`src/rtl/adxl_pkg.sv`:
```
//####################################################################
// shared constants and the sample byte view for the dual ADXL355 reader
// imported by wildcard in the module headers that need them
//####################################################################
package adxl_pkg;

  // tag queue geometry
  localparam int tag_addr_bits = 4;                // 16 chars of tag storage
  localparam int tag_depth     = 2 ** tag_addr_bits;

  // frame index layout: upper nibble counts bytes, low nibble half-bit steps
  localparam int bit_slots = 4;                    // low index bits per byte

  // fixed steps at the start of a frame
  localparam logic [7:0] csn_low_step = 8'd1;      // chip select falls here
  localparam logic [7:0] sclk_on_step = 8'd2;      // serial clock and cmd load

  // low nibble offsets appended to len at the end of a frame
  localparam logic [3:0] end_offset_sclk = 4'h2;   // serial clock stops
  localparam logic [3:0] end_offset_csn  = 4'h3;   // chip select rises
  localparam logic [3:0] end_offset_done = 4'h4;   // frame finished, idle here

  // channel 1 holds one xyz triple of 16-bit words
  localparam int ch1_buf_len = 6;

  // tag characters, 6-bit ascii subset
  localparam logic [5:0] tag_char_pulse = 6'h21;   // "!"
  localparam logic [5:0] tag_char_idle  = 6'h20;   // space

  // received byte, either whole or split into payload and tag lsb
  typedef union packed {
    logic [7:0] raw;                               // byte as shifted in
    struct packed {
      logic [6:0] payload;                         // upper sample bits
      logic       tag_bit;                         // lsb carries one tag bit
    } tag_view;
  } sample_byte_u;

endpackage

```
`src/rtl/adxl_reader_top.sv`:
```
//####################################################################
// buffered SPI reader for two ADXL355 sensors with tag embedding
// drives the shared SPI bus and a byte-write stream towards a BRAM
//####################################################################
`timescale 1ns/1ps

module adxl_reader_top
(
  input  logic       clk,
  input  logic       rst_n,
  input  logic       clk_en,         // frame pacing tick
  input  logic       sclk_phase,
  input  logic       sclk_polarity,
  input  logic       direct,         // request direct sensor access
  input  logic       tag_pulse,      // queue "!" for the next frame
  input  logic       tag_en,         // push tag char
  input  logic [5:0] tag,
  input  logic       sync,           // start a frame
  input  logic [7:0] cmd,
  input  logic [3:0] len,            // bytes incl. cmd
  input  logic       miso0,
  input  logic       miso1,
  output logic       direct_en,      // grant for the external mux
  output logic       mosi,
  output logic       sclk,
  output logic       csn,
  output logic [7:0] wrdata,
  output logic       wr,
  output logic       wr16,
  output logic       x
);

  logic       frame_start;
  logic       frame_end;
  logic       byte_done;
  logic [3:0] byte_num;
  logic [7:0] rx0;
  logic [7:0] rx1;
  logic [5:0] tag_char;

  tag_queue u_tag_queue (
    .clk         (clk),
    .rst_n       (rst_n),
    .tag_en      (tag_en),
    .tag_pulse   (tag_pulse),
    .frame_start (frame_start),
    .tag         (tag),
    .tag_char    (tag_char)
  );

  spi_frame_engine u_engine (
    .clk           (clk),
    .rst_n         (rst_n),
    .clk_en        (clk_en),
    .sync          (sync),
    .direct        (direct),
    .sclk_phase    (sclk_phase),
    .sclk_polarity (sclk_polarity),
    .cmd           (cmd),
    .len           (len),
    .miso0         (miso0),
    .miso1         (miso1),
    .mosi          (mosi),
    .sclk          (sclk),
    .csn           (csn),
    .direct_en     (direct_en),
    .frame_start   (frame_start),
    .frame_end     (frame_end),
    .byte_done     (byte_done),
    .byte_num      (byte_num),
    .rx0           (rx0),
    .rx1           (rx1)
  );

  sample_packer u_packer (
    .clk         (clk),
    .rst_n       (rst_n),
    .frame_start (frame_start),
    .frame_end   (frame_end),
    .byte_done   (byte_done),
    .byte_num    (byte_num),
    .rx0         (rx0),
    .rx1         (rx1),
    .tag_char    (tag_char),
    .wrdata      (wrdata),
    .wr          (wr),
    .wr16        (wr16),
    .x           (x)
  );

endmodule

```
`src/rtl/sample_packer.sv`:
```
//####################################################################
// hides tag bits in sample lsbs and builds the BRAM write stream
// ch0 bytes go out as they arrive, ch1 follows as a burst after the frame
//####################################################################
`timescale 1ns/1ps

module sample_packer import adxl_pkg::*;
(
  input  logic       clk,
  input  logic       rst_n,
  input  logic       frame_start,
  input  logic       frame_end,
  input  logic       byte_done,
  input  logic [3:0] byte_num,
  input  logic [7:0] rx0,
  input  logic [7:0] rx1,
  input  logic [5:0] tag_char,
  output logic [7:0] wrdata,
  output logic       wr,          // every data byte
  output logic       wr16,        // skips every 3rd byte
  output logic       x            // first data byte of the frame
);

  logic         data_byte;        // past the command byte
  logic         wide_byte;        // qualifies for wr16
  logic         mark;             // set: this wide byte carries tag bits
  logic [1:0]   bit_i;            // tag bit index for ch0, +3 for ch1
  logic [2:0]   widx;             // ch1 buffer fill
  logic [2:0]   ridx;             // ch1 buffer drain
  logic         burst;            // ch1 burst in progress
  logic         wr_q;
  logic         wr16_q;
  logic [7:0]   ch0_q;            // ch0 byte on the bus
  logic [7:0]   ch1_buf [ch1_buf_len];
  sample_byte_u b0;
  sample_byte_u b1;

  assign data_byte = byte_done && (byte_num != 4'd0);
  assign wide_byte = data_byte && (byte_num != 4'd3) && (byte_num != 4'd6)
                     && (byte_num != 4'd9);

  // tag insertion through the lsb view
  always_comb
  begin
    b0.raw = rx0;
    b1.raw = rx1;
    if (wide_byte && mark)
    begin
      b0.tag_view.tag_bit = tag_char[bit_i];                 // bits 0..2
      b1.tag_view.tag_bit = tag_char[{1'b0, bit_i} + 3'd3];  // bits 3..5
    end
  end

  // tag position tracking and ch1 fill, restarted per frame
  always_ff @(posedge clk or negedge rst_n)
  begin
    if (!rst_n)
    begin
      mark  <= 1'b0;
      bit_i <= '0;
      widx  <= '0;
    end
    else if (frame_start)
    begin
      mark  <= 1'b0;
      bit_i <= '0;
      widx  <= '0;
    end
    else if (wide_byte)
    begin
      mark <= !mark;
      if (mark)
        bit_i <= (bit_i == 2'd2) ? 2'd0 : bit_i + 2'd1;  // 3 bits per channel
      if (widx != 3'(ch1_buf_len))
        widx <= widx + 3'd1;                              // extra bytes dropped
    end
  end

  always_ff @(posedge clk)
  begin
    if (data_byte)
      ch0_q <= b0.raw;
    if (wide_byte && widx != 3'(ch1_buf_len))
      ch1_buf[widx] <= b1.raw;
  end

  // strobes, burst after frame_end
  always_ff @(posedge clk or negedge rst_n)
  begin
    if (!rst_n)
    begin
      wr_q   <= 1'b0;
      wr16_q <= 1'b0;
      x      <= 1'b0;
      burst  <= 1'b0;
      ridx   <= '0;
    end
    else
    begin
      wr_q   <= data_byte;
      wr16_q <= wide_byte;
      x      <= data_byte && (byte_num == 4'd1);
      if (frame_end)
      begin
        burst <= 1'b1;
        ridx  <= '0;
      end
      else if (burst)
      begin
        if (ridx == 3'(ch1_buf_len - 1))
          burst <= 1'b0;                  // 6 writes done
        else
          ridx <= ridx + 3'd1;
      end
    end
  end

  assign wrdata = burst ? ch1_buf[ridx] : ch0_q;
  assign wr     = wr_q | burst;
  assign wr16   = wr16_q | burst;        // burst bytes are all 16-bit data

endmodule

```
`src/rtl/spi_frame_engine.sv`:
```
//####################################################################
// SPI frame sequencer for two sensors on a shared csn, sclk and mosi
// runs one frame of len bytes per sync, paced by clk_en
//####################################################################
`timescale 1ns/1ps

module spi_frame_engine import adxl_pkg::*;
(
  input  logic       clk,
  input  logic       rst_n,
  input  logic       clk_en,         // pacing tick, slower than clk
  input  logic       sync,           // start request
  input  logic       direct,         // direct access request
  input  logic       sclk_phase,     // 0 for ADXL355
  input  logic       sclk_polarity,  // 0 for ADXL355
  input  logic [7:0] cmd,            // command byte, sent first
  input  logic [3:0] len,            // bytes per frame incl. cmd
  input  logic       miso0,
  input  logic       miso1,
  output logic       mosi,
  output logic       sclk,
  output logic       csn,
  output logic       direct_en,      // grant level, changes only between frames
  output logic       frame_start,    // 1-clk pulse as the index restarts
  output logic       frame_end,      // 1-clk pulse as the index hits the end
  output logic       byte_done,      // 1-clk pulse, rx0/rx1 hold a full byte
  output logic [3:0] byte_num,       // 0 is the command byte
  output logic [7:0] rx0,
  output logic [7:0] rx1
);

  logic [7:0] index;      // upper nibble byte count, low nibble half-bit steps
  logic [7:0] cmd_q;      // cmd latched per frame
  logic [3:0] len_q;      // len latched per frame
  logic       sclk_en;    // sclk toggles only inside the frame
  logic       sclk_q;     // clock before polarity
  logic [7:0] mosi_sr;    // msb first out
  logic [7:0] byte_mark;  // one-hot, bit 7 marks the last bit of a byte
  logic       at_end;
  logic       half_step;  // even ticks move the shifters

  assign at_end    = index == {len_q, end_offset_done};
  assign half_step = clk_en && !index[0];

  // frame index, idles at the end position until the next sync
  always_ff @(posedge clk or negedge rst_n)
  begin
    if (!rst_n)
    begin
      index       <= {4'd0, end_offset_done};  // finished state
      len_q       <= 4'd0;
      frame_start <= 1'b0;
      frame_end   <= 1'b0;
    end
    else
    begin
      frame_start <= 1'b0;
      frame_end   <= 1'b0;
      if (at_end)
      begin
        if (sync && !direct_en)              // no new frames while granted
        begin
          index       <= '0;
          len_q       <= len;
          frame_start <= 1'b1;
        end
      end
      else if (clk_en)
      begin
        index     <= index + 8'd1;
        frame_end <= (index + 8'd1) == {len_q, end_offset_done};
      end
    end
  end

  always_ff @(posedge clk)
  begin
    if (at_end && sync && !direct_en)
      cmd_q <= cmd;
  end

  // bus lines and grant, all stepped by clk_en
  always_ff @(posedge clk or negedge rst_n)
  begin
    if (!rst_n)
    begin
      csn       <= 1'b1;
      sclk_en   <= 1'b0;
      sclk_q    <= 1'b0;
      direct_en <= 1'b0;
    end
    else if (clk_en)
    begin
      if (index == csn_low_step)
        csn <= 1'b0;
      else if (index == {len_q, end_offset_csn})
        csn <= 1'b1;
      if (index == sclk_on_step)
        sclk_en <= 1'b1;
      else if (index == {len_q, end_offset_sclk})
        sclk_en <= 1'b0;
      sclk_q <= (index[0] ^ sclk_phase) & sclk_en;  // two ticks per bit
      if (at_end)
        direct_en <= direct;                        // switch only when idle
    end
  end

  assign sclk = sclk_q ^ sclk_polarity;
  assign mosi = mosi_sr[7];

  // mosi shifter and byte boundary tracking
  always_ff @(posedge clk or negedge rst_n)
  begin
    if (!rst_n)
    begin
      mosi_sr   <= '0;
      byte_mark <= '0;
      byte_done <= 1'b0;
      byte_num  <= '0;
    end
    else
    begin
      byte_done <= 1'b0;
      if (half_step)
      begin
        if (index == sclk_on_step)
        begin
          mosi_sr   <= cmd_q;                   // cmd, then zeros
          byte_mark <= 8'h01;
        end
        else
        begin
          mosi_sr   <= {mosi_sr[6:0], 1'b0};
          byte_mark <= {byte_mark[6:0], byte_mark[7]};
        end
        if (byte_mark[7] && sclk_en)
        begin
          byte_done <= 1'b1;
          byte_num  <= index[7:bit_slots] - 4'd1;  // byte 0 ends in nibble 1
        end
      end
    end
  end

  // miso shifters, the byte is whole on byte_done
  always_ff @(posedge clk)
  begin
    if (half_step)
    begin
      rx0 <= {rx0[6:0], miso0};
      rx1 <= {rx1[6:0], miso1};
    end
  end

endmodule

```
`src/rtl/tag_queue.sv`:
```
//####################################################################
// tag character FIFO, one char handed to the packer at each frame start
// pulse tag "!" wins over queued chars, empty queue yields a space
//####################################################################
`timescale 1ns/1ps

module tag_queue import adxl_pkg::*;
(
  input  logic       clk,
  input  logic       rst_n,
  input  logic       tag_en,       // push tag into the queue
  input  logic       tag_pulse,    // request "!" for the next frame
  input  logic       frame_start,  // pop one char for the new frame
  input  logic [5:0] tag,          // char to push
  output logic [5:0] tag_char      // char in use, stable over the frame
);

  logic [5:0]             mem [tag_depth];  // char storage
  logic [tag_addr_bits:0] wptr;             // extra msb tells full from empty
  logic [tag_addr_bits:0] rptr;
  logic                   pulse_pend;       // "!" waiting for a frame
  logic                   empty;
  logic                   full;

  assign empty = wptr == rptr;
  assign full  = (wptr ^ rptr) == {1'b1, {tag_addr_bits{1'b0}}}; // wrapped once

  // pulse stays pending until a frame picks it up
  always_ff @(posedge clk or negedge rst_n)
  begin
    if (!rst_n)
      pulse_pend <= 1'b0;
    else if (tag_pulse)
      pulse_pend <= 1'b1;                   // new pulse wins over the clear
    else if (frame_start)
      pulse_pend <= 1'b0;
  end

  // push side, writes into a full queue are lost
  always_ff @(posedge clk)
  begin
    if (tag_en && !full)
      mem[wptr[tag_addr_bits-1:0]] <= tag;
  end

  always_ff @(posedge clk or negedge rst_n)
  begin
    if (!rst_n)
      wptr <= '0;
    else if (tag_en && !full)
      wptr <= wptr + 1'b1;
  end

  // pop side, tag_char is the registered read port
  always_ff @(posedge clk or negedge rst_n)
  begin
    if (!rst_n)
    begin
      rptr     <= '0;
      tag_char <= tag_char_idle;
    end
    else if (frame_start)
    begin
      if (pulse_pend)
        tag_char <= tag_char_pulse;         // queue untouched
      else if (empty)
        tag_char <= tag_char_idle;          // nothing queued
      else
      begin
        tag_char <= mem[rptr[tag_addr_bits-1:0]];
        rptr     <= rptr + 1'b1;            // pop
      end
    end
  end

endmodule

```
`config.mk`:
```
export PLATFORM = sky130hd
export DESIGN_NAME = adxl_reader_top
export DESIGN_NICKNAME = d
export VERILOG_FILES = /design/src/rtl/adxl_pkg.sv /design/src/rtl/adxl_reader_top.sv /design/src/rtl/sample_packer.sv /design/src/rtl/spi_frame_engine.sv /design/src/rtl/tag_queue.sv
export SDC_FILE = /design/constraint.sdc
export NUM_CORES = 1
export LEC_CHECK = 0
export BUFFER_PORTS_ARGS = -buffer_cell sky130_fd_sc_hd__clkbuf_2
export CAP_MARGIN = 25
export CORE_ASPECT_RATIO = 0.9
export CORE_MARGIN = 2
export CORE_UTILIZATION = 62
export DETAILED_ROUTE_END_ITERATION = 16
export GPL_ROUTABILITY_DRIVEN = 0
export GPL_TIMING_DRIVEN = 0
export MAX_ROUTING_LAYER = met4
export PLACE_DENSITY = 0.91
export SLEW_MARGIN = 25
export SYNTH_ARGS = -nofsm -noshare
export SYNTH_HDL_FRONTEND = slang
export SYNTH_SLANG_ARGS = --single-unit
```
`constraint.sdc`:
```
create_clock -name clk -period 5.5 [get_ports clk]
set_clock_uncertainty 0.05 [all_clocks]
set_input_delay 0.55 -clock clk [delete_from_list [all_inputs] [get_ports clk]]
set_output_delay 0.55 -clock clk [all_outputs]
set_load 0.02 [all_outputs]
```
Word level (Yosys, flattened, before mapping)

Memory sizes are Yosys's and may differ from the RTL's.
Cells that the tools add are included.

Register bits: 101
RAM bits: 144
Input bits: 29
Output and inout port bits: 15
Word-level logic and storage cells: 146
Memories kept: 2

Memory list:

| memory           | words | bits a word | read ports | clocked after memory_dff | wr ports | RTL line            | source |
|---|---|---|---|---|---|---|---|
| u_tag_queue.mem  | 16    | 6           | 1          | 0                        | 1        | tag_queue.sv:18     | `logic [5:0] mem [tag_depth];` |
| u_packer.ch1_buf | 6     | 8           | 1          | 0                        | 1        | sample_packer.sv:34 | `logic [7:0] ch1_buf [ch1_buf_len];` |

Add/sub/neg operators: 8
$lt $le $gt $ge: 2
Equal/unequal tests: 17
Mux-type cells: 45
Bitwise logic cells: 8
Reductions and logical operators: 36

Operators by type and width:

| cell                                                        | number |
|---|---|
| 2-to-1 mux 8 bit                                            | 6 |
| == test 8 bit                                               | 4 |
| 2-to-1 mux 1 bit                                            | 25 |
| 2-to-1 mux 3 bit                                            | 6 |
| AND reduction 2 bit                                         | 9 |
| nonzero test 2 bit                                          | 8 |
| logical AND 1 bit                                           | 13 |
| 2-to-1 mux 6 bit                                            | 2 |
| adder 5 x 1 -> 5 bit (second input constant)                | 2 |
| adder 8 x 1 -> 8 bit (second input constant)                | 1 |
| == test 8 x 1 -> 1 bit (second input constant)              | 1 |
| == test 8 x 2 -> 1 bit (second input constant)              | 1 |
| 2-to-1 mux 2 bit                                            | 4 |
| adder 3 x 1 -> 3 bit (second input constant)                | 2 |
| == test 5 bit                                               | 1 |
| == test 5 bit (second input constant)                       | 1 |
| XOR 5 bit                                                   | 1 |
| == test 4 x 1 -> 1 bit (second input constant)              | 1 |
| zero test 1 bit                                             | 4 |
| less-than comparator 2 x 4 -> 1 bit (second input constant) | 1 |
| less-than comparator 3 x 4 -> 1 bit (second input constant) | 1 |
| inequality test 2 bit (second input constant)               | 2 |
| inequality test 4 x 2 -> 1 bit (second input constant)      | 1 |
| inequality test 4 x 3 -> 1 bit (second input constant)      | 1 |
| 15 further kinds                                            | 18 |

Longest topological paths before layout

Gate-level depths: netlist of run 1.

Depth after elaboration: 8
Gate-level depth with buffers: 8
Depth with buffers taken out: 6

Cells and area by module

Synthesis of run 1 repeated with hierarchy kept, for this count alone.

Cell total of the unflattened synthesis: 644
Area total of the unflattened synthesis: 10338.7 µm²

Modules (own cells, without submodules):

| module           | instances | cells an instance | area each (µm²) | sequential area each (µm²) |
|---|---|---|---|---|
| tag_queue        | 1         | 236               | 4620.7          | 3309.4 |
| sample_packer    | 1         | 187               | 3014.1          | 2006.9 |
| spi_frame_engine | 1         | 221               | 2703.8          | 1699.1 |

Worst setup path after synthesis of run 1

No wires, ideal clock.

Path kind: reg-to-output
From: register u_packer.ridx[0]
To: output wrdata[6]
Data arrival time: 1804 ps
Required time: 4900 ps
Slack: 3096 ps
Stages on the path, launching flop included: 6
Path buffers: 2
Path through: dfrtp_1 buf_2 buf_2 mux4_2 o211ai_1 o21ai_0

Word-level cells in the longest chain between the ends: 2

Ends and longest elaborated chain:

| element                | RTL line              | source |
|---|---|---|
| from (decl)            | sample_packer.sv:29   | `logic [2:0] ridx;` |
| from (signal assigned) | sample_packer.sv:113  | `ridx <= ridx + 3'd1;` |
| memory (6 x 8 bit)     | --                    |  |
| 2-to-1 mux 8 bit       | sample_packer.sv:118  | `assign wrdata = burst ? ch1_buf[ridx] : ch0_q;` |
| to (decl)              | adxl_reader_top.sv:27 | `output logic [7:0] wrdata,` |

Every way passes these cells.

Worst setup path in the final report of run 1

Same ends and word-level chain as after synthesis.

==> flow_metrics.env, run 1 <==
export IMPL_io_buffers=42
export IMPL_arrival_ps=2630
export IMPL_grt_pass1_vias=6193
export IMPL_fin_crit_sh=0.5877
export IMPL_antenna_found_initial=0
export IMPL_synth_nets=690
export IMPL_status="finished clean"
export IMPL_drive_gt1_frac=0.2036
export IMPL_cts_setup_buffers=0
export IMPL_setup_tns_ps=0
export IMPL_netlist_instances=642
export IMPL_grt_pass1_wl_um=34170
export IMPL_initial_core_util=0.6271
export IMPL_vias=5919
export IMPL_clkSinkCount=245
export IMPL_dp_slack_ps=2675
export IMPL_cts_path_max_buffers=3
export IMPL_route_detailed_wl_per_inst_um=22.55
export IMPL_synth_edf_count=176
export IMPL_ys_warn_count=0
export IMPL_synthXorXnorAreaFrac=0.02429
export IMPL_netlist_area_leader_share=0.5261
export IMPL_netlist_top_cells_area="edfxtp_1 53%, dfrtp_1 16%, mux4_2 7.6%"
export IMPL_cts_root_buf="clkbuf_16"
export IMPL_synthFlopType="edfxtp_1"
export IMPL_synth_top_cell_by_area="edfxtp_1"
export IMPL_synth_compound_area_frac=0.05119
export IMPL_dieArea_um2=17240
export IMPL_total_power_mw=5.003
export IMPL_core_rowCount=44
export IMPL_worstMarginPinSlew_ps=961.7
export IMPL_syn_area_per_cell_um2=15.65
export IMPL_synth_distinct_cells=57
export IMPL_slew_viol_final=0
export IMPL_synth_area_mux_share=0.1033
export IMPL_instances_no_fill=939
export IMPL_fin_nets=762
export IMPL_synth_top_family_by_area="multiplexers"
export IMPL_rsz0062_at_grt="no"
export IMPL_end_kind="output pin"
export IMPL_die_x_um=138.2
export IMPL_routed_via_density=6.304
export IMPL_areaGrowthSynthToFinish_pct=12.92
export IMPL_drt_wl_total_um=21170
export IMPL_ys_seq_area_frac=0.6983
export IMPL_coreArea_um2=16020
export IMPL_grt_total_usage=0.2608
export IMPL_start_kind="register"
export IMPL_maxCapViolations=0
export IMPL_cts_max_level=1
export IMPL_fin_ws_ps=2267
export IMPL_cts_tree="yes"
export IMPL_yosys_area_share_simple=0.07734
export IMPL_numCtsBuffers=24
export IMPL_first_pass_iters=5
export IMPL_drc=0
export IMPL_power_density_nw_per_um2=441.0
export IMPL_path_class="register to output pin"
export IMPL_cts_resized=0
export IMPL_hpwl_um=13240
export IMPL_async_flop_share=0.2816
export IMPL_netlist_area_um2=10050
export IMPL_clk_latency_ps=510
export IMPL_synthAdderAreaFrac=0.02366
export IMPL_die_h_um=124.8
export IMPL_overflow=0
export IMPL_hp_class="primary input to register"
export IMPL_insertedDiodeCount=0
export IMPL_io_pins=44
export IMPL_hold_violations=0
export IMPL_drtIter0Drc=551
export IMPL_synth_seq_cells=245
export IMPL_crit_fanout=10
export IMPL_fmax_mhz=309.3
export IMPL_relSlewSlack=0.3539
export IMPL_peakVddDrop_v=0.0004804
export IMPL_cts_hold_buf=1
export IMPL_dp_cells=894
export IMPL_ant_nets=0
export IMPL_worstPathRequired_ps=4900
export IMPL_grt_max_degree=39
export IMPL_setup_viol=0
export IMPL_leakage_nw=4.250
export IMPL_path_clk_slew_ps=60
export IMPL_fin_crit_ps=3233
==> state kept, by name (all words and copies together), names as in the netlist, 4 cells and up <==
| signal | flops |
|---|---|
| u_engine.cmd_q | 8 |
| u_tag_queue.rptr | 5 |
| u_tag_queue.mem | 96 |
| u_engine.byte_num | 4 |
| u_engine.rx0 | 8 |
| u_engine.mosi_sr | 8 |
| u_engine.rx1 | 8 |
| u_tag_queue.tag_char | 6 |
| u_engine.len_q | 4 |
| u_tag_queue.wptr | 5 |
| u_packer.ch0_q | 8 |
| u_engine.byte_mark | 8 |
| u_packer.ch1_buf | 48 |
| u_engine.index | 8 |
==> cells in the final DEF (no fill, tap or decap), types with 12 or more instances in the layout <==
master     Yosys  routed
edfxtp_1     176     176
nand2_1       67      67
dfrtp_1       66      66
clkbuf_2       0      41
mux4_2        34      34
nor2_1        33      33
inv_1         25      25
clkbuf_16      0      25
clkbuf_1      15      20
ha_1          19      19
xnor2_1       18      18
mux2i_1       17      17
o21ai_0       17      17
nand3_1       16      16
a21oi_1       12      12
==> path summary, 6_finish.rpt <==
path | start | endpoint | slack, ps | cells past startpoint
worst max-delay path | u_packer.ridx[0] | wrdata[6] | 2270 | 6
worst min-delay path | cmd[4] | u_engine.cmd_q[4] | 170 | 1
worst max register to register | u_tag_queue.wptr[3] | u_tag_queue.mem[3][4] | 2580 | 6
worst min register to register | u_engine.rx0[7] | u_packer.ch0_q[7] | 380 | 0
max in group asynchronous | rst_n | u_tag_queue.tag_char[5] | 4270 | 3
min in group asynchronous | rst_n | u_engine.index[4] | 520 | 2
==> per-stage QoR <==
| stage | cell area [um2] | util | hold WS [ps] |
|---|---|---|---|
| floorplan | 10050 | - | 204.4 |
| global placement | 10520 | 0.6564 | 364.3 |
| detailed placement | 10570 | 0.6600 | 371.2 |
| CTS | 11340 | 0.7077 | 160.5 |
| global route | 11340 | 0.7081 | 158.9 |
| finish | 11340 | 0.7081 | 169.8 |
==> final cells by class <==
cell class              count  area, um2
well taps                 207      259.0
clock buffers              30      644.4
plain buffers              26      123.9
multi-input cells         345       2834
flip-flops and latches    245       7015
repair buffers             46      257.7
clock inverters            14      111.4
fillers                   921       4677
inverters                  26      97.59
==> report_power, final <==
part	internal (mW)	switching, mW
Sequential	2.25	0.193
Combinational	0.385	0.609
Clock	0.884	0.680
Total	3.52	1.48
==> critical path, cell delays in order (launching register included) <==
cell      delay, ps
dfrtp_1         390
buf_2           320
buf_2           390
mux4_2          560
o211ai_1        180
o21ai_0         110
clkbuf_2        170
==> Yosys cell counts, drive strengths merged (6+ instances only) <==
library cell and number:
edfxtp 176, clkbuf 15, nor3 10, o21ai 18, xnor2 19, xor2 8, mux4 34, buf 11
a21oi 13, mux2i 17, ha 19, nor2 34, and3 7, o211ai 9, a22o 6, a31oi 9
dfrtp 66, nand2 67, mux2 9, nand3 16, inv 25
==> metal layers <==
layer,global-route usage,vias to the layer above,wire length [um],share of wire
met5,-,-,0,0
met4,0.1020,0,870,0.041
met3,0.03960,73,1458,0.069
met2,0.4234,330,10750,0.51
met1,0.3389,2964,8094,0.38
li1,-,2552,-,-
==> cells by family (layout without fill, tap and decap cells) <==
family | after synthesis | in the layout
flip-flops | 245 | 245
AND/OR/NAND/NOR | 163 | 163
AO/OA/AOI/OAI | 76 | 76
multiplexers | 60 | 60
buffers and inverters | 52 | 142
XOR/XNOR | 27 | 27
adder cells (fa/ha/maj) | 19 | 19
Power figures use the tool's default switching activity.
==> run 2, diff against run 1 <==
- ABC_AREA: not set -> 1
- CORE_UTILIZATION: 62 -> 56
- PLACE_DENSITY: 0.91 -> 0.87
- clock period: 5.5 -> 2.85 ns (I/O delays scaled with it)
==> run 2 against run 1 <==
Sequential share of layout area shrank 5.4 points. Register-to-register slack lost 2400 ps. Critical path depth is 2 higher. Worst hold slack got worse by 130 ps. Sequential power grew 98%. Worst setup slack lost 2100 ps.
==> flow_metrics.env, run 2 <==
export IMPL_drc=0
export IMPL_syn_area_per_cell_um2=10.19
export IMPL_ant_nets=0
export IMPL_min_delay_start="sclk_phase"
export IMPL_drive_gt1_frac=0.1188
export IMPL_grt_pass1_wl_um=36850
export IMPL_cts_path_max_buffers=3
export IMPL_antenna_found_initial=0
export IMPL_path_clk_slew_ps=60
export IMPL_synth_top_cell_by_area="edfxtp_1"
export IMPL_insertedDiodeCount=0
export IMPL_grt_max_degree=41
export IMPL_worstRegToRegCells=5
export IMPL_worstMarginPinSlew_ps=1059
export IMPL_p_int_mw=7.316
export IMPL_netlist_area_leader_share=0.4914
export IMPL_netlist_area_um2=10750
export IMPL_p_sw_mw=3.665
export IMPL_die_h_um=135.5
export IMPL_hp_class="primary input to register"
export IMPL_drt_wl_total_um=23390
export IMPL_sw_frac_of_total=0.3337
export IMPL_ys_seq_area_frac=0.6524
export IMPL_slew_viol_final=0
export IMPL_worstPathRequired_ps=2520
export IMPL_cts_tree="yes"
export IMPL_routed_via_density=5.518
export IMPL_io_pins=44
export IMPL_fin_nets=1191
export IMPL_io_buffers=42
export IMPL_crit_fanout=10
export IMPL_drtIter0Drc=828
export IMPL_reg2reg_slack_ps=160
export IMPL_fmax_mhz=369.3
export IMPL_grt_total_usage=0.2376
export IMPL_fillers=1371
export IMPL_arrival_ps=2370
export IMPL_numCtsBuffers=25
export IMPL_most_common_layout_cells="342 x nand2_1, 176 x edfxtp_1, 91 x nor2_1"
export IMPL_synth_seq_cells=245
export IMPL_sequentialPowerShare=0.440
export IMPL_coreArea_um2=18980
export IMPL_initial_core_util=0.5667
export IMPL_maxCapViolations=0
export IMPL_r2r_end="u_packer.ch1_buf[0][2]"
export IMPL_holdPathEnd="u_engine.sclk_q"
export IMPL_overflow=0
export IMPL_synthFlopType="edfxtp_1"
export IMPL_comb_power_share=0.255
export IMPL_fin_crit_ps=2708
export IMPL_end_kind="output pin"
export IMPL_hold_violations=0
export IMPL_synth_edf_count=176
export IMPL_hold_path_depth=4
export IMPL_setup_viol=0
export IMPL_first_pass_iters=8
export IMPL_netlist_instances=1055
export IMPL_peakVddDrop_v=0.0006122
export IMPL_grt_pass1_vias=7581
export IMPL_start_kind="register"
export IMPL_cts_root_buf="clkbuf_16"
export IMPL_cts_max_level=1
export IMPL_final_common_cell="nand2_1"
export IMPL_post_synth_top_count_cell="nand2_1"
export IMPL_vias=7791
export IMPL_max_stage_delay_ps=400
export IMPL_leakage_nw=5.321
export IMPL_hpwl_um=14940
export IMPL_ys_warn_count=0
export IMPL_die_x_um=150.1
export IMPL_fin_crit_sh=0.9502
export IMPL_power_density_nw_per_um2=882.8
export IMPL_pwr_share_clk=0.305
export IMPL_path_buf_inv=4
export IMPL_core_rowCount=48
export IMPL_cpMaxStageDelayCell="dfrtp_1"
export IMPL_largest_register_ffs=96
export IMPL_setup_tns_ps=0
export IMPL_netlist_top_cells_area="edfxtp_1 49%, dfrtp_1 15%, nand2_1 12%"
export IMPL_dieArea_um2=20330
export IMPL_synth_distinct_cells=40
export IMPL_areaGrowthSynthToFinish_pct=15.67
export IMPL_total_power_mw=10.98
export IMPL_status="finished clean"
export IMPL_crit_chain="clkbuf_2 > clkinvlp_4 > clkbuf_4 > nand2_1 > a21oi_1 > o21ai_0 > a31oi_1 > buf_2"
export IMPL_route_detailed_wl_per_inst_um=16.56
export IMPL_clkSinkCount=245
export IMPL_path_delay_family="buffers and inverters"
export IMPL_path_class="register to output pin"
export IMPL_async_flop_share=0.2816
export IMPL_clk_latency_ps=520
export IMPL_r2r_start="u_packer.widx[0]"
export IMPL_synth_nets=1103
export IMPL_synth_common_cells="342 x nand2_1, 176 x edfxtp_1, 91 x nor2_1"
export IMPL_relSlewSlack=0.2888
[run 2: cell count changes after synthesis, sizes merged, moves of 8 or more]
| cell | change |
|---|---|
| nand3 | +49 |
| mux2 | -9 |
| o21ai | +50 |
| mux2i | -17 |
| nor3 | +12 |
| nand2 | +278 |
| mux4 | -34 |
| xnor2 | -11 |
| inv | +65 |
| o211ai | -8 |
| buf | +12 |
| nor2 | +59 |
[run 2: cell type report]
| class | count | area [um2] | area share |
|---|---|---|---|
| sequential | 245 | 7015 | 0.5640 |
| multi-input combinational | 679 | 3276 | 0.2633 |
| clock buffer | 30 | 696.9 | 0.05603 |
| timing repair buffer | 61 | 412.9 | 0.03319 |
| inverter | 92 | 349.1 | 0.02806 |
| tap | 250 | 312.8 | 0.02515 |
| buffer | 39 | 216.5 | 0.01740 |
| clock inverter | 16 | 160.2 | 0.01287 |
[run 2: cells by family (layout without fill, tap and decap cells)]
logic type,Yosys count,count (layout),synth area share
compound gates,104,104,0.05212
xor+xnor,22,22,0.01792
buf+inv,131,238,0.05154
fa+ha+maj,19,19,0.02211
flops,245,245,0.6524
simple gates,534,534,0.2040
[run 2: repair_timing]
action                                 CTS  global route
setup buffers                            0             0
setup endpoints to repair                0            52
endpoints found under the hold margin   46             0
hold buffers                            18             0
resized for setup                        0            16
[run 2: routing by layer]
| layer | up-vias | GRT usage | routed length (um) |
|---|---|---|---|
| li1 | 3671 | - | - |
| met1 | 3707 | 0.3041 | 9228 |
| met2 | 345 | 0.3919 | 11810 |
| met3 | 68 | 0.04108 | 1698 |
| met4 | 0 | 0.07390 | 650 |
| met5 | - | - | 0 |
[run 2: per-stage QoR]
stage          hold slack (ps)  std cells    util  instance area, um2  worst slack (ps)
6_report                 37.29       1412  0.6555               12440             141.9
5_1_grt                  71.54       1412  0.6555               12440            -10.97
4_1_cts                  19.76       1412  0.6517               12370             81.62
3_5_place_dp             228.2       1348  0.5970               11330             100.0
3_3_place_gp             353.4       1347  0.5942               11280            -113.5
2_1_floorplan           -60.59       1055       -               10750             553.0
[run 2: worst max-delay path by stage]
| stage | start | end | slack [ps] | cells past startpoint |
|---|---|---|---|---|
| finish | u_packer.ridx[0] | wrdata[1] | 140 | 8 |
| global route | u_packer.widx[0] | u_packer.ch1_buf[0][2] | -10 | 5 |
| CTS | u_engine.byte_num[1] | u_packer.ch1_buf[0][2] | 80 | 4 |
| detailed placement | u_engine.byte_num[1] | u_packer.ch1_buf[0][6] | 100 | 4 |
| global placement | u_engine.byte_num[0] | u_packer.ch1_buf[1][6] | -110 | 4 |
| floorplan | u_engine.byte_num[0] | u_packer.ch1_buf[0][0] | 550 | 4 |
[run 2: worst min-delay path, cell delays in order]
cell,delay [ps]
clkbuf_2,90
nand2_1,50
nand3_1,50
o21ai_0,80
[run 2: power by group through the flow]
stage / registers (mW) / logic [mW] / clock network, mW
finish: 4.83 / 2.80 / 3.35
global placement: 4.83 / 2.49 / 0
CTS: 4.80 / 2.69 / 3.37
global route: 4.89 / 3.12 / 3.52
detailed placement: 4.87 / 2.63 / 0
floorplan: 4.78 / 1.89 / 0
==> run 3, diff against run 2 <==
- CAP_MARGIN: 25 -> 0
- CORE_MARGIN: 2 -> not set
- PLACE_DENSITY: 0.87 -> 0.76
==> run 3 against run 2 <==
Sequential power hardly changed. Final area decreased by 1.2%. Count of clock-buffer cells in the layout up 6. Die area decreased by 2.8%. Clock power fell by 9.0%. Worst hold slack lost 25 ps. Routed wire length decreased by 4.4%. First-iteration DRC count fell by 7.0%. Combinational power is 4% lower. Critical path type is now register to register. Critical endpoint is now u_packer.ch1_buf[3][1]. Highest routed layer unchanged.
==> flow_metrics.env, run 3 (synthesized netlist as in run 2, its figures left out) <==
export IMPL_cts_tree="yes"
export IMPL_grt_total_usage=0.2426
export IMPL_clkSinkCount=245
export IMPL_setup_tns_ps=0
export IMPL_drt_wl_total_um=22370
export IMPL_slew_viol_final=0
export IMPL_design_area_um2=12290
export IMPL_grt_pass1_vias=7282
export IMPL_sequentialPowerShare=0.456
export IMPL_overflow=0
export IMPL_dieArea_um2=19760
export IMPL_dp_slack_ps=39.84
export IMPL_largest_register_ffs=96
export IMPL_r2r_start="u_engine.byte_num[0]"
export IMPL_placed_cell_area_um2=11330
export IMPL_final_common_cell="nand2_1"
export IMPL_setup_viol=0
export IMPL_power_density_nw_per_um2=858.8
export IMPL_p_sw_mw=3.502
export IMPL_relSlewSlack=0.2912
export IMPL_hold_path_depth=3
export IMPL_worstPathRequired_ps=2940
export IMPL_path_clk_slew_ps=60
export IMPL_peakVddDrop_v=0.0005328
export IMPL_numCtsBuffers=25
export IMPL_vias=7568
export IMPL_maxCapViolations=0
export IMPL_fin_crit_sh=0.9919
export IMPL_start_kind="register"
export IMPL_core_rowCount=47
export IMPL_worstMarginPinSlew_ps=1055
export IMPL_final_util=0.6615
export IMPL_cts_setup_buffers=0
export IMPL_instances_no_fill=1405
export IMPL_cts_max_level=1
export IMPL_cts_path_max_buffers=3
export IMPL_fillers=1428
export IMPL_ant_nets=0
export IMPL_drive_gt1_frac=0.1147
export IMPL_clk_latency_ps=510
export IMPL_end_kind="register"
export IMPL_max_stage_delay_ps=750
export IMPL_critPathLaunch="u_engine.byte_num[0]"
export IMPL_areaGrowthSynthToFinish_pct=14.30
export IMPL_fin_nets=1190
export IMPL_hold_slack_ps=12.55
export IMPL_fin_crit_ps=2827
export IMPL_grt_max_degree=37
export IMPL_pwr_share_clk=0.289
export IMPL_initial_core_util=0.5787
export IMPL_status="finished clean"
export IMPL_cts_root_buf="clkbuf_16"
export IMPL_total_power_mw=10.56
export IMPL_arrival_ps=2920
export IMPL_crit_chain="inv_1 > a31oi_2 > nand4_2 > nor3_2"
export IMPL_comb_power_share=0.255
export IMPL_fin_ws_ps=23.19
export IMPL_route_detailed_wl_per_inst_um=15.92
export IMPL_cpMaxStageDelayCell="nor3_2"
export IMPL_coreArea_um2=18580
export IMPL_p_int_mw=7.054
export IMPL_drc=0
export IMPL_fmax_mhz=353.8
export IMPL_io_buffers=42
export IMPL_insertedDiodeCount=0
export IMPL_die_x_um=148.1
export IMPL_die_h_um=133.5
export IMPL_rsz0062_at_grt="yes"
export IMPL_min_delay_start="sclk_phase"
export IMPL_path_class="register to register"
export IMPL_io_pins=44
export IMPL_dp_cells=1343
export IMPL_first_pass_iters=5
export IMPL_grt_pass1_wl_um=36140
export IMPL_antenna_found_initial=0
export IMPL_crit_fanout=12
export IMPL_hpwl_um=14690
export IMPL_sw_frac_of_total=0.3317
export IMPL_hp_class="primary input to register"
export IMPL_routed_via_density=5.386
export IMPL_worstRegToRegCells=4
export IMPL_reg2reg_slack_ps=20
export IMPL_leakage_nw=5.239
export IMPL_hold_violations=0
export IMPL_most_common_layout_cells="342 x nand2_1, 176 x edfxtp_1, 91 x nor2_1"
export IMPL_drtIter0Drc=770
[run 3: per-layer routing]
| metal | vias to the layer above | wire [um] | track usage |
|---|---|---|---|
| li1 | 3663 | - | - |
| met1 | 3622 | 9861 | 0.3327 |
| met2 | 243 | 10800 | 0.3813 |
| met3 | 40 | 1199 | 0.02911 |
| met4 | 0 | 505 | 0.07732 |
| met5 | - | 0 | - |
[run 3: path summary, 6_finish.rpt]
kind / endpoint
worst max-delay path: u_packer.ch1_buf[3][1]
worst min register to register: u_packer.ch0_q[7]
worst max register to register: u_packer.ch1_buf[3][1]
min in group asynchronous: u_packer.ridx[2]
worst min-delay path: u_engine.sclk_q
max in group asynchronous: u_engine.index[2]
[run 3: critical path, delay by kind of cell, from the launching register on]
kind	cells	cell delay, ps
simple gates	2	1250
compound gates	1	670
flops	1	390
buf+inv	1	100
[run 3: power groups by stage]
stage | registers, mW | logic, mW | clock network [mW]
finish | 4.81 | 2.69 | 3.05
detailed placement | 4.87 | 2.63 | 0
CTS | 4.81 | 2.68 | 3.09
floorplan | 4.78 | 1.89 | 0
global route | 4.87 | 3.04 | 3.22
global placement | 4.84 | 2.52 | 0
[run 3: timing repair]
item	CTS	global route
endpoints found under the setup margin	0	42
hold endpoints to repair	50	0
gates resized for setup	0	5
hold buffers	17	0
[run 3: cell type report]
type | count | area, um2 | share of cell area
multi-input combinational | 679 | 3246 | 0.2640
clock inverter | 9 | 73.82 | 0.006006
inverter | 92 | 349.1 | 0.02840
buffer | 39 | 211.5 | 0.01720
clock buffer | 36 | 686.9 | 0.05588
sequential | 245 | 7015 | 0.5707
tap | 245 | 306.5 | 0.02494
timing repair buffer | 60 | 402.9 | 0.03278
